--- config.mk ---
export PLATFORM = sky130hd
export DESIGN_NAME = stream_combiner
export DESIGN_NICKNAME = d
export VERILOG_FILES = /design/src/stream_combiner_pkg.sv /design/src/stream_framer.sv /design/src/stream_arbiter.sv /design/src/stream_combiner.sv
export SDC_FILE = /design/constraint.sdc
export NUM_CORES = 1
export LEC_CHECK = 0
export ABC_AREA = 1
export BUFFER_PORTS_ARGS = -buffer_cell sky130_fd_sc_hd__buf_4
export CAP_MARGIN = 30
export CELL_PAD_IN_SITES_DETAIL_PLACEMENT = 0
export CELL_PAD_IN_SITES_GLOBAL_PLACEMENT = 1
export CORE_UTILIZATION = 43
export DETAILED_ROUTE_END_ITERATION = 7
export PLACE_DENSITY_LB_ADDON = 0.12
export SYNTH_ARGS = -nofsm -noshare
export SYNTH_HDL_FRONTEND = slang
export SYNTH_HIERARCHICAL = 1
export SYNTH_SLANG_ARGS = --single-unit
--- constraint.sdc ---
create_clock -name clock -period 3.85 [get_ports clock]
set_input_delay 0.5775 -clock clock [delete_from_list [all_inputs] [get_ports clock]]
set_output_delay 0.5775 -clock clock [all_outputs]
set_load 0.005 [all_outputs]
--- src/stream_combiner_pkg.sv ---
/*
 * Stream combiner shared definitions
 * Default widths and frame length used by the framing stages, the arbiter
 * and the top level of the two-channel sample combiner.
 */

package stream_combiner_pkg;

    // Width of one signed sample on either input channel
    parameter int sample_width = 16;

    // Width of the merged output word
    parameter int word_width = 32;

    // Destination tag carried with every beat
    parameter int dest_width = 8;

    // Side-band user field, passed through untouched
    parameter int user_width = 8;

    // Accepted beats per frame on each channel.
    // The last beat of every frame carries the last flag
    parameter int frame_length = 1024;

    // Nonzero places the destination tag in the top byte of the output word,
    // with the sign fill between the tag and the sample
    parameter int dest_in_msb = 1;

endpackage

--- src/stream_framer.sv ---
/*
 * Stream framer
 * One-entry register stage for a single sample channel. It sign-extends the
 * sample to the output width, optionally places the tag in the top bits,
 * and marks the last beat of every frame by counting accepted beats.
 */

`timescale 1ns/1ps

module stream_framer import stream_combiner_pkg::*; #(
    parameter int sample_w   = sample_width,
    parameter int word_w     = word_width,
    parameter int dest_w     = dest_width,
    parameter int user_w     = user_width,
    parameter int frame_len  = frame_length,
    parameter int tag_in_msb = dest_in_msb
) (
    input  logic              clock,
    input  logic              reset,
    input  logic [sample_w-1:0] in_data,
    input  logic [dest_w-1:0] in_dest,
    input  logic [user_w-1:0] in_user,
    input  logic              in_valid,
    output logic              in_ready,
    output logic [word_w-1:0] out_data,
    output logic [dest_w-1:0] out_dest,
    output logic [user_w-1:0] out_user,
    output logic              out_last,
    output logic              out_valid,
    input  logic              out_ready
);

    // A frame of one beat still needs a one-bit counter
    localparam int count_w = (frame_len > 1) ? $clog2(frame_len) : 1;
    localparam logic [count_w-1:0] last_count = count_w'(frame_len - 1);

    logic [sample_w-1:0] sample_q;
    logic [dest_w-1:0]   dest_q;
    logic [user_w-1:0]   user_q;
    logic                last_q;
    logic                valid_q;
    logic [count_w-1:0]  beat_count;
    logic                accept;
    logic                sign_bit;

    // The stage can take a new beat when it is empty or being drained now,
    // so a steady stream passes at one beat per cycle
    assign in_ready = ~valid_q | out_ready;
    assign accept   = in_valid & in_ready;

    // Valid and the frame counter are the only control state
    always_ff @(posedge clock) begin
        if (!reset) begin
            valid_q    <= 1'b0;
            beat_count <= '0;
            last_q     <= 1'b0;
        end else begin
            if (accept) begin
                valid_q <= 1'b1;
                // Counting acceptances keeps frames exact while valid stays high
                if (beat_count == last_count) begin
                    beat_count <= '0;
                    last_q     <= 1'b1;
                end else begin
                    beat_count <= beat_count + 1'b1;
                    last_q     <= 1'b0;
                end
            end else if (out_ready) begin
                valid_q <= 1'b0;
            end
        end
    end

    // Payload registers only load on an accepted beat
    always_ff @(posedge clock) begin
        if (accept) begin
            sample_q <= in_data;
            dest_q   <= in_dest;
            user_q   <= in_user;
        end
    end

    assign sign_bit = sample_q[sample_w-1];

    // Word layout is fixed at elaboration
    generate
        if (tag_in_msb != 0) begin : g_tag_msb
            // Tag on top, then the sign fill, then the sample itself
            assign out_data = {dest_q, {(word_w - dest_w - sample_w){sign_bit}}, sample_q};
        end else begin : g_sign_only
            assign out_data = {{(word_w - sample_w){sign_bit}}, sample_q};
        end
    endgenerate

    assign out_dest  = dest_q;
    assign out_user  = user_q;
    assign out_last  = last_q;
    assign out_valid = valid_q;

endmodule

--- src/stream_arbiter.sv ---
/*
 * Stream arbiter
 * Merges two framed streams into one through a single output register.
 * Input a has fixed priority over input b; the last flag travels with
 * its beat, so frame marks survive interleaving.
 */

`timescale 1ns/1ps

module stream_arbiter import stream_combiner_pkg::*; #(
    parameter int word_w = word_width,
    parameter int dest_w = dest_width,
    parameter int user_w = user_width
) (
    input  logic              clock,
    input  logic              reset,

    input  logic [word_w-1:0] a_data,
    input  logic [dest_w-1:0] a_dest,
    input  logic [user_w-1:0] a_user,
    input  logic              a_last,
    input  logic              a_valid,
    output logic              a_ready,

    input  logic [word_w-1:0] b_data,
    input  logic [dest_w-1:0] b_dest,
    input  logic [user_w-1:0] b_user,
    input  logic              b_last,
    input  logic              b_valid,
    output logic              b_ready,

    output logic [word_w-1:0] out_data,
    output logic [dest_w-1:0] out_dest,
    output logic [user_w-1:0] out_user,
    output logic              out_last,
    output logic              out_valid,
    input  logic              out_ready
);

    logic [word_w-1:0] data_q;
    logic [dest_w-1:0] dest_q;
    logic [user_w-1:0] user_q;
    logic              last_q;
    logic              valid_q;

    // Output register may load when empty or when its beat leaves now
    logic              load;
    logic              take_a;
    logic              take_b;

    logic [word_w-1:0] sel_data;
    logic [dest_w-1:0] sel_dest;
    logic [user_w-1:0] sel_user;
    logic              sel_last;

    assign load = ~valid_q | out_ready;

    // Input a wins every tie, b only gets a slot when a is idle
    assign a_ready = load;
    assign b_ready = load & ~a_valid;

    assign take_a = a_valid & a_ready;
    assign take_b = b_valid & b_ready;

    // Select the granted beat for the output register
    always_comb begin
        if (a_valid) begin
            sel_data = a_data;
            sel_dest = a_dest;
            sel_user = a_user;
            sel_last = a_last;
        end else begin
            sel_data = b_data;
            sel_dest = b_dest;
            sel_user = b_user;
            sel_last = b_last;
        end
    end

    always_ff @(posedge clock) begin
        if (!reset) begin
            valid_q <= 1'b0;
        end else if (load) begin
            // Empty slot or drained beat, refill from whichever input was taken
            valid_q <= take_a | take_b;
        end
    end

    // Payload holds under back-pressure and only moves on a transfer
    always_ff @(posedge clock) begin
        if (take_a | take_b) begin
            data_q <= sel_data;
            dest_q <= sel_dest;
            user_q <= sel_user;
            last_q <= sel_last;
        end
    end

    assign out_data  = data_q;
    assign out_dest  = dest_q;
    assign out_user  = user_q;
    assign out_last  = last_q;
    assign out_valid = valid_q;

endmodule

--- src/stream_combiner.sv ---
/*
 * Stream combiner top level
 * Two sample channels, each framed by its own stage, merged by a priority
 * arbiter into one wide output stream. Channel 1 wins any tie.
 */

`timescale 1ns/1ps

module stream_combiner import stream_combiner_pkg::*; #(
    parameter int sample_w   = sample_width,
    parameter int word_w     = word_width,
    parameter int dest_w     = dest_width,
    parameter int user_w     = user_width,
    parameter int frame_len  = frame_length,
    parameter int tag_in_msb = dest_in_msb
) (
    input  logic                clock,
    input  logic                reset,

    input  logic [sample_w-1:0] in_1_data,
    input  logic [dest_w-1:0]   in_1_dest,
    input  logic [user_w-1:0]   in_1_user,
    input  logic                in_1_valid,
    output logic                in_1_ready,

    input  logic [sample_w-1:0] in_2_data,
    input  logic [dest_w-1:0]   in_2_dest,
    input  logic [user_w-1:0]   in_2_user,
    input  logic                in_2_valid,
    output logic                in_2_ready,

    output logic [word_w-1:0]   out_data,
    output logic [dest_w-1:0]   out_dest,
    output logic [user_w-1:0]   out_user,
    output logic                out_last,
    output logic                out_valid,
    input  logic                out_ready
);

    // Framed links into the arbiter
    logic [word_w-1:0] f1_data;
    logic [dest_w-1:0] f1_dest;
    logic [user_w-1:0] f1_user;
    logic              f1_last;
    logic              f1_valid;
    logic              f1_ready;

    logic [word_w-1:0] f2_data;
    logic [dest_w-1:0] f2_dest;
    logic [user_w-1:0] f2_user;
    logic              f2_last;
    logic              f2_valid;
    logic              f2_ready;

    stream_framer #(
        .sample_w   (sample_w),
        .word_w     (word_w),
        .dest_w     (dest_w),
        .user_w     (user_w),
        .frame_len  (frame_len),
        .tag_in_msb (tag_in_msb)
    ) framer_1 (
        .clock     (clock),
        .reset     (reset),
        .in_data   (in_1_data),
        .in_dest   (in_1_dest),
        .in_user   (in_1_user),
        .in_valid  (in_1_valid),
        .in_ready  (in_1_ready),
        .out_data  (f1_data),
        .out_dest  (f1_dest),
        .out_user  (f1_user),
        .out_last  (f1_last),
        .out_valid (f1_valid),
        .out_ready (f1_ready)
    );

    stream_framer #(
        .sample_w   (sample_w),
        .word_w     (word_w),
        .dest_w     (dest_w),
        .user_w     (user_w),
        .frame_len  (frame_len),
        .tag_in_msb (tag_in_msb)
    ) framer_2 (
        .clock     (clock),
        .reset     (reset),
        .in_data   (in_2_data),
        .in_dest   (in_2_dest),
        .in_user   (in_2_user),
        .in_valid  (in_2_valid),
        .in_ready  (in_2_ready),
        .out_data  (f2_data),
        .out_dest  (f2_dest),
        .out_user  (f2_user),
        .out_last  (f2_last),
        .out_valid (f2_valid),
        .out_ready (f2_ready)
    );

    // Channel 1 sits on the priority input
    stream_arbiter #(
        .word_w (word_w),
        .dest_w (dest_w),
        .user_w (user_w)
    ) arbiter (
        .clock     (clock),
        .reset     (reset),
        .a_data    (f1_data),
        .a_dest    (f1_dest),
        .a_user    (f1_user),
        .a_last    (f1_last),
        .a_valid   (f1_valid),
        .a_ready   (f1_ready),
        .b_data    (f2_data),
        .b_dest    (f2_dest),
        .b_user    (f2_user),
        .b_last    (f2_last),
        .b_valid   (f2_valid),
        .b_ready   (f2_ready),
        .out_data  (out_data),
        .out_dest  (out_dest),
        .out_user  (out_user),
        .out_last  (out_last),
        .out_valid (out_valid),
        .out_ready (out_ready)
    );

endmodule

Yosys cells after proc, flatten, opt, wreduce, memory -nomap -nowiden

Cells that the tools add are included.

Flip-flop bits (word level): 138
Bits in latches: 0
RAM bits: 0
ROM bits: 0
Bits of input ports: 69
Output and inout port bits: 52
Memories kept: 0

Add/subtract/negate cells: 2
Multipliers: 0
Divide/modulo/power cells: 0
Magnitude comparators: 0
Equal/unequal tests: 2
Shifts and indexed selects: 0
Multiplexer cells: 12
Bitwise operators: 12
Reduce and logical (&&, ||, !) cells: 2

Operators by type and width:

| cell                                           | number |
|---|---|
| two-way mux 32 bit                             | 1 |
| adder 10 x 1 -> 10 bit (second input constant) | 2 |
| == test 10 bit (second input constant)         | 2 |
| two-way mux 10 bit                             | 2 |
| two-way mux 8 bit                              | 2 |
| two-way mux 1 bit                              | 7 |
| AND 1 bit                                      | 5 |
| bitwise OR 1 bit                               | 4 |
| nonzero test 2 bit                             | 2 |
| inverter 1 bit                                 | 3 |

Depth between registers and ports, before layout

Gate-level depths: netlist of run 1.

Word-level depth: 6
Gate-level depth with buffers: 12
Gate-level depth less buffers: 12

Cells and area by module

Netlist of run 1, hierarchy kept.

By module, submodules not included:

| module         | instances | cells each | area each (µm²) |
|---|---|---|---|
| stream_framer  | 2         | 136        | 1730.4 |
| stream_arbiter | 1         | 216        | 2254.7 |

Worst setup path after synthesis of run 1

OpenSTA, ideal clock, no wires.

Path kind: flip-flop to flip-flop
Start: reg framer_1.valid_q (netlist: framer_1/out_valid)
End: reg arbiter.data_q[0] (netlist: arbiter/out_data[0]) (enable)
Library setup time: 0.456 ns
Arrival time: 2.824 ns
Path slack: 0.569 ns
Stages on the path, launching flop included: 5
Path through: dfxtp_1 -> buf_6 -> buf_6 -> nor2_2 -> nor2_1

Longest elaborated chain between the ends: 4

Ends and longest elaborated chain:

| item                     | RTL line             | source |
|---|---|---|
| start: declaration       | stream_framer.sv:41  | `logic valid_q;` |
| start signal: assignment | stream_framer.sv:54  | `valid_q <= 1'b0;` |
| start signal: assignment | stream_framer.sv:59  | `valid_q <= 1'b1;` |
| start signal: assignment | stream_framer.sv:69  | `valid_q <= 1'b0;` |
| inverter 1 bit           | stream_arbiter.sv:60 | `assign b_ready = load & ~a_valid;` |
| AND 1 bit                | stream_arbiter.sv:60 |  |
| AND 1 bit                | stream_arbiter.sv:63 | `assign take_b = b_valid & b_ready;` |
| bitwise OR 1 bit (*)     | stream_arbiter.sv:91 | `if (take_a \| take_b) begin` |
| end signal: assignment   | stream_arbiter.sv:92 | `data_q <= sel_data;` |
| end: declaration         | stream_arbiter.sv:40 | `logic [word_w-1:0] data_q;` |

Every way passes the cells marked *; elsewhere a longest branch is shown, timed or not.
A chain may end at the register's enable or synchronous reset.

Worst setup path after layout of run 1

Start: reg framer_1.valid_q (netlist: framer_1/out_valid)
End: out in_2_ready

Longest elaborated chain between the ends: 3

Ends and longest elaborated chain:

| item             | RTL line              | source |
|---|---|---|
| inverter 1 bit   | stream_arbiter.sv:60  |  |
| AND 1 bit        | stream_arbiter.sv:60  |  |
| via f2_ready     | stream_combiner.sv:53 | `logic f2_ready;` |
| bitwise OR 1 bit | stream_framer.sv:48   | `assign in_ready = ~valid_q \| out_ready;` |
| end: declaration | stream_combiner.sv:30 | `output logic in_2_ready,` |

The timed path passes the listed nets, and every way through them passes these cells.

==> results.toml, run 1 <==
[timing]
finalCriticalPeriod_ns = 2.44
slew_viol_final = 0
post-route-period-util = 0.635
tightestPinTransition_ns = 0.891
hold_viol_final = 0
slew_headroom = 0.406
fmax_ghz = 0.409
setup_slack_ns = 1.41
skew_ns = 0.00718
rsz0062_at_grt = "false"
setup_viol = 0
finalSetupTns_ns = 0

[critical_path]
crit_chain = "nor2_1 -> inv_1 -> nand2_2 -> buf_4"
rrSetupSlack_ns = 1.58
slowest_stage = "dfxtp_4"
r2r_end = "framer_2/sample_q[8]$_DFFE_PP_"
crit_path_end_kind = "primary output"
cp-start-kind = "flop"
critPathMaxFanout = 102
worstSetupStartpoint = "framer_1/out_valid$_SDFFE_PN0P_"
required_ns = 3.27
path_class = "reg2out"
slowest_delay_ns = 0.92
endpoint = "in_2_ready"
reg2reg_from = "framer_1/out_valid$_SDFFE_PN0P_"
reg2regPathDepth = 4
cp.arrival_ns = 1.87

[finish]
utilization = 0.563
nets = 656
diodes = 0
seqCellArea_um2 = 3900
fillers = 1056
area_growth_pct = 25.7
multiInputGateArea_um2 = 1170
drive_gt1_frac = 0.311

[route]
drcViolationCount = 0
final_antenna_net_count = 0
first_iter_violations = 194
routed_wl_mm = 10.2
wl_per_cell_um = 13.3
vias = 3406
vias_per_cell = 4.42
drt_first_pass_iters = 4

[global_routing]
globalRoute.totalOverflow = 0
grt_max_degree = 103
grt_use_total = 0.160
grt_pass1_vias = 3192
antenna_found_initial = 0
grt_pass1_wl_mm = 15.7

[cts]
cts.clk_slew.worst_paths_ns = 0.06
cts_tree = "yes"
cts_resized = 0
cts-root-buf = "clkbuf_16"
ctsHoldBuffers = 0
clk_latency_ns = 0.41
cts-htree-levels = 4
postCtsSetupBuffers = 0
ctsLongestPathBuffers = 2
cts_sinks = 138
cts_buffers = 17

[synthesis]
yosysWarnings = 6
synthCells = 488
postSynthAreaPerCell_um2 = 11.7
yosysUniqueCellTypes = 26
synth_area_um2 = 5720
ys_seq_elements = 138
syn_nets = 559
ys_seq_area_frac = 0.681

[place]
dpl.hpwl_mm = 6.91
io_buffers = 120
gp_congestion = 0.780
pre_cts_slack_ns = 1.36

[pwr]
p_total_uw = 3920
powerDensity_nw_per_um2 = 545
p_leak_uw = 0.00298
ir_drop_mv = 0.279

[floorplan]
rows = 41
initial_utilization = 0.447
num_io_pins = 121
die_width_um = 117
core_area_um2 = 12800
die_area_um2 = 13800
die_h_um = 117

[flow_run]
maxCapViolations = 0

[hold_path]
hold_class = "in2reg"

[status]
status = "finished clean"
[layout by cell type, fill, tap and decap left out, types with 2 or more instances in the layout]
cell / instances
a21oi_1: 6
or2_2: 2
nor3_1: 2
nand3_1: 10
inv_2: 2
clkbuf_16: 17
nand3_2: 2
clkinv_2: 4
inv_1: 76
ha_1: 2
a21oi_4: 2
o21ai_1: 6
buf_4: 123
nand4_1: 10
dfxtp_1: 24
nand2_4: 2
xor2_1: 6
nor2_4: 5
edfxtp_1: 113
o21bai_2: 2
xnor2_1: 2
nand2_2: 8
bufinv_16: 7
o21ai_0: 45
nor2_1: 21
nand2_1: 88
nor2_2: 5
[layer usage]
metal,vias up,global-route usage,wire (µm)
li1,1770,-,-
met1,1554,0.193,4440
met2,76,0.264,5250
met3,6,0.0484,451
met4,0,0.0709,81
met5,-,0,0
[power by group]
| group | leakage [µW] | internal [µW] | total, µW | switching (µW) |
|---|---|---|---|---|
| registers | 0.00130 | 1740 | 1790 | 50.9 |
| clock network | 0.000337 | 1290 | 1870 | 582 |
| logic | 0.00134 | 133 | 257 | 124 |
[flip-flops by register name, summed over array words and instances, names as in the netlist]
| register | cells |
|---|---|
| arbiter/out_data | 32 |
| framer_1/sample_q | 16 |
| framer_2/sample_q | 16 |
| framer_1/beat_count | 10 |
| framer_2/beat_count | 10 |
| arbiter/out_dest | 8 |
| arbiter/out_user | 8 |
| framer_1/out_dest | 8 |
| framer_1/out_user | 8 |
| framer_2/out_dest | 8 |
| framer_2/out_user | 8 |
| arbiter/out_last | 1 |
| arbiter/out_valid | 1 |
| framer_1/out_last | 1 |
| framer_1/out_valid | 1 |
| framer_2/out_last | 1 |
| framer_2/out_valid | 1 |
[worst min path at each step]
stage,start,end,slack [ns],cells after the start
floorplan,framer_2/out_last$_SDFFE_PN0P_,framer_2/out_last$_SDFFE_PN0P_,0.44,2
global placement,framer_2/out_last$_SDFFE_PN0P_,framer_2/out_last$_SDFFE_PN0P_,0.46,2
detailed placement,framer_1/out_last$_SDFFE_PN0P_,framer_1/out_last$_SDFFE_PN0P_,0.46,2
CTS,in_1_user[2],framer_1/out_user[2]$_DFFE_PP_,0.32,1
global route,in_1_user[4],framer_1/out_user[4]$_DFFE_PP_,0.32,1
finish,in_1_user[4],framer_1/out_user[4]$_DFFE_PP_,0.34,1
[critical path: cells and delay by family, from the launching register on]
family | cells | cell delay, ns
flip-flops | 1 | 0.92
buffers and inverters | 2 | 0.31
AND/OR/NAND/NOR | 2 | 0.22
[kinds of logic (layout without fill, tap and decap cells)]
group | count (synthesis) | after routing | synth area share
xor gates and xnor gates | 8 | 8 | 0.0123
adders and majority gates | 2 | 2 | 0.00438
AOI/OAI and AO/OA | 62 | 62 | 0.0611
buffers and inverters | 123 | 233 | 0.116
and+or+nand+nor | 155 | 155 | 0.125
DFF | 138 | 138 | 0.681
[final cells by class]
cell class	instances	area share
inverters	78	0.0407
well taps	172	0.0299
clock buffers	19	0.0616
repair buffers	123	0.128
clock inverters	13	0.0343
multi-input cells	227	0.163
flip-flops and latches	138	0.542
[synth_stat cells, drive strengths merged]
| library cell | number | area [µm²] |
|---|---|---|
| edfxtp | 113 | 3390 |
| nand2 | 98 | 403 |
| inv | 78 | 293 |
| o21ai | 51 | 255 |
| buf | 45 | 368 |
| nor2 | 31 | 159 |
| dfxtp | 25 | 500 |
| nand3 | 12 | 70.1 |
| nand4 | 10 | 62.6 |
| a21oi | 9 | 71.3 |
| xor2 | 6 | 52.6 |
| ha | 2 | 25.0 |
| nor3 | 2 | 10.0 |
| o21bai | 2 | 22.5 |
| or2 | 2 | 12.5 |
| xnor2 | 2 | 17.5 |
[through the flow]
step / std cells / hold WS [ns] / instance area, µm²
final: 770 / 0.341 / 7190
after global routing: 770 / 0.318 / 7190
after CTS: 770 / 0.319 / 7190
after detailed placement: 738 / 0.461 / 6500
after global placement: 738 / 0.459 / 6500
after floorplan: 488 / 0.444 / 5720
(Power assumes the default switching activity.)
==> run 2: changes to the inputs <==
- ABC_AREA: 1 -> 0
- CORE_UTILIZATION: 43 -> 45
- clock period: 3.85 -> 2.25 ns (I/O delays scaled with it)
==> run 2 against run 1 <==
  * Synthesized cell count decreased by 31%
  * Die area decreased by 4.7%
  * Global-route usage decreased by 0.29 points
  * Utilization increased by 1.9 points
  * Routed wire length decreased by 7.1%
  * Design area decreased by 1.6%
  * Largest cell class unchanged
==> results.toml, run 2 <==
[synthesis]
synthCells = 337
synth_top_area_cell = "edfxtp_1"
synth_area_um2 = 5700
syn_nets = 408
synth_edf_count = 113
synth_top_area_share = 0.596
ys_seq_elements = 138
ys_seq_area_frac = 0.684
postSynthAreaPerCell_um2 = 16.9
synth.area.top_cells = "edfxtp_1 (60%), mux2_4 (12%), dfxtp_1 (8.8%)"
ys_top_cells_by_count = "edfxtp_1 (113), mux2_4 (47), buf_4 (34)"
synth_async_sr_flop_share = 0
synth_ff_type = "edfxtp_1"
yosysWarnings = 6
yosysUniqueCellTypes = 35
yosysMostFrequentCell = "edfxtp_1"

[global_routing]
grt_pass1_vias = 2945
globalRoute.totalOverflow = 0
antenna_found_initial = 0
grt_max_degree = 50
grt_use_total = 0.157
grt_pass1_wl_mm = 14.7

[finish]
multiInputGateArea_um2 = 1420
utilization = 0.581
nets = 511
instances_no_fill = 621
diodes = 0
seqCellArea_um2 = 3900
mostFrequentLayoutCells = "buf_4 (125), edfxtp_1 (113), mux2_4 (47), dfxtp_1 (24), clkbuf_16 (17)"
final_common_cell = "buf_4"
drive_gt1_frac = 0.468
area_growth_pct = 24.1
largest_register_ffs = 32
fillers = 987

[cts]
cts_resized = 0
cts.clk_slew.worst_paths_ns = 0.05
cts-root-buf = "clkbuf_16"
cts-htree-levels = 4
cts_sinks = 138
ctsHoldBuffers = 0
clk_latency_ns = 0.41
ctsLongestPathBuffers = 2
cts_tree = "yes"
postCtsSetupBuffers = 0
cts_buffers = 17

[floorplan]
rows = 40
die_h_um = 115
core_area_um2 = 12200
initial_utilization = 0.468
num_io_pins = 121
die_width_um = 115
die_area_um2 = 13100

[critical_path]
r2r_end = "framer_2/sample_q[8]$_DFFE_PP_"
slowest_stage = "nor2b_1"
path_class = "reg2out"
cpMostUsedCell = "buf_4"
critPathMaxFanout = 9
cp.arrival_ns = 1.60
crit_path_end_kind = "primary output"
reg2reg_from = "arbiter/out_valid$_SDFFE_PN0P_"
slowest_delay_ns = 0.33
required_ns = 1.91
rrSetupSlack_ns = 0.60
cp-start-kind = "flop"
reg2regPathDepth = 6
crit_chain = "nor2b_1 -> nor2_1 -> nand2b_1 -> buf_4 -> buf_4"

[status]
status = "finished clean"

[route]
wl_per_cell_um = 15.3
first_iter_violations = 163
vias_per_cell = 4.72
final_antenna_net_count = 0
routed_wl_mm = 9.51
drt_first_pass_iters = 4
vias = 2934
drcViolationCount = 0

[hold_path]
hold_start = "in_1_data[14]"
holdPathStages = 1
hold_class = "in2reg"
whs_endpoint = "framer_1/sample_q[14]$_DFFE_PP_"

[timing]
setup_viol = 0
tightestPinTransition_ns = 0.638
finalCriticalPeriod_ns = 1.93
post-route-period-util = 0.859
slew_viol_final = 0
whs_ns = 0.105
fmax_ghz = 0.517
slew_headroom = 0.575
hold_viol_final = 0
finalSetupTns_ns = 0
rsz0062_at_grt = "false"
skew_ns = 0.00522

[pwr]
p_leak_uw = 0.00275
ir_drop_mv = 0.546
p_total_uw = 6200
powerDensity_nw_per_um2 = 876

[place]
gp_congestion = 0.736
io_buffers = 120
dp.cells = 589
dpl.hpwl_mm = 6.17

[flow_run]
maxCapViolations = 0
## run 2: power breakdown
group          total [µW]  leakage [µW]  switching [µW]  internal, µW
logic                 498       0.00118             198           300
registers            3030       0.00130            61.3          2970
clock network        2670      0.000277             947          1720
## run 2: area by class of cell
type,instances,area share
sequential,138,0.551
clock inverter,10,0.0177
clock buffer,22,0.0628
timing repair buffer,126,0.136
multi-input combinational,152,0.200
tap,168,0.0297
inverter,5,0.00265
## run 2: how the worst max path moves through the flow
stage | from | slack (ns) | endpoint
after global routing | arbiter/out_valid$_SDFFE_PN0P_ | 0.17 | in_2_ready
after detailed placement | out_ready | 0.46 | framer_2/out_dest[2]$_DFFE_PP_
after floorplan | framer_1/out_valid$_SDFFE_PN0P_ | 0.18 | framer_2/out_dest[0]$_DFFE_PP_
after global placement | out_ready | 0.50 | framer_1/sample_q[10]$_DFFE_PP_
after CTS | arbiter/out_valid$_SDFFE_PN0P_ | 0.28 | in_2_ready
final | arbiter/out_valid$_SDFFE_PN0P_ | 0.32 | in_2_ready
## run 2: critical path, delay by kind of cell (launching register included)
| family | cells | cell delay (ns) |
|---|---|---|
| and+or+nand+nor | 3 | 0.56 |
| DFF | 1 | 0.32 |
| buffers and inverters | 2 | 0.32 |
## run 2: kinds of logic after synthesis
kind of cell / after synthesis / synth area share
xor+xnor: 10 / 0.0154
fa+ha+maj: 2 / 0.00439
mux: 49 / 0.128
buf+inv: 47 / 0.0690
flops: 138 / 0.684
compound gates: 29 / 0.0358
simple gates: 62 / 0.0641
## run 2: per-layer routing
layer | track usage | part of all wire
met2 | 0.277 | 0.56
met4 | 0.0753 | 0.0070
met1 | 0.165 | 0.38
met3 | 0.0577 | 0.054
met5 | 0 | 0
## run 2: metrics by stage
| step | setup slack [ns] | area (µm²) |
|---|---|---|
| 5_1_grt | 0.166 | 7070 |
| 2_1_floorplan | 0.183 | 5700 |
| 6_report | 0.317 | 7070 |
| 3_5_place_dp | 0.460 | 6500 |
| 3_3_place_gp | 0.501 | 6500 |
| 4_1_cts | 0.275 | 7070 |
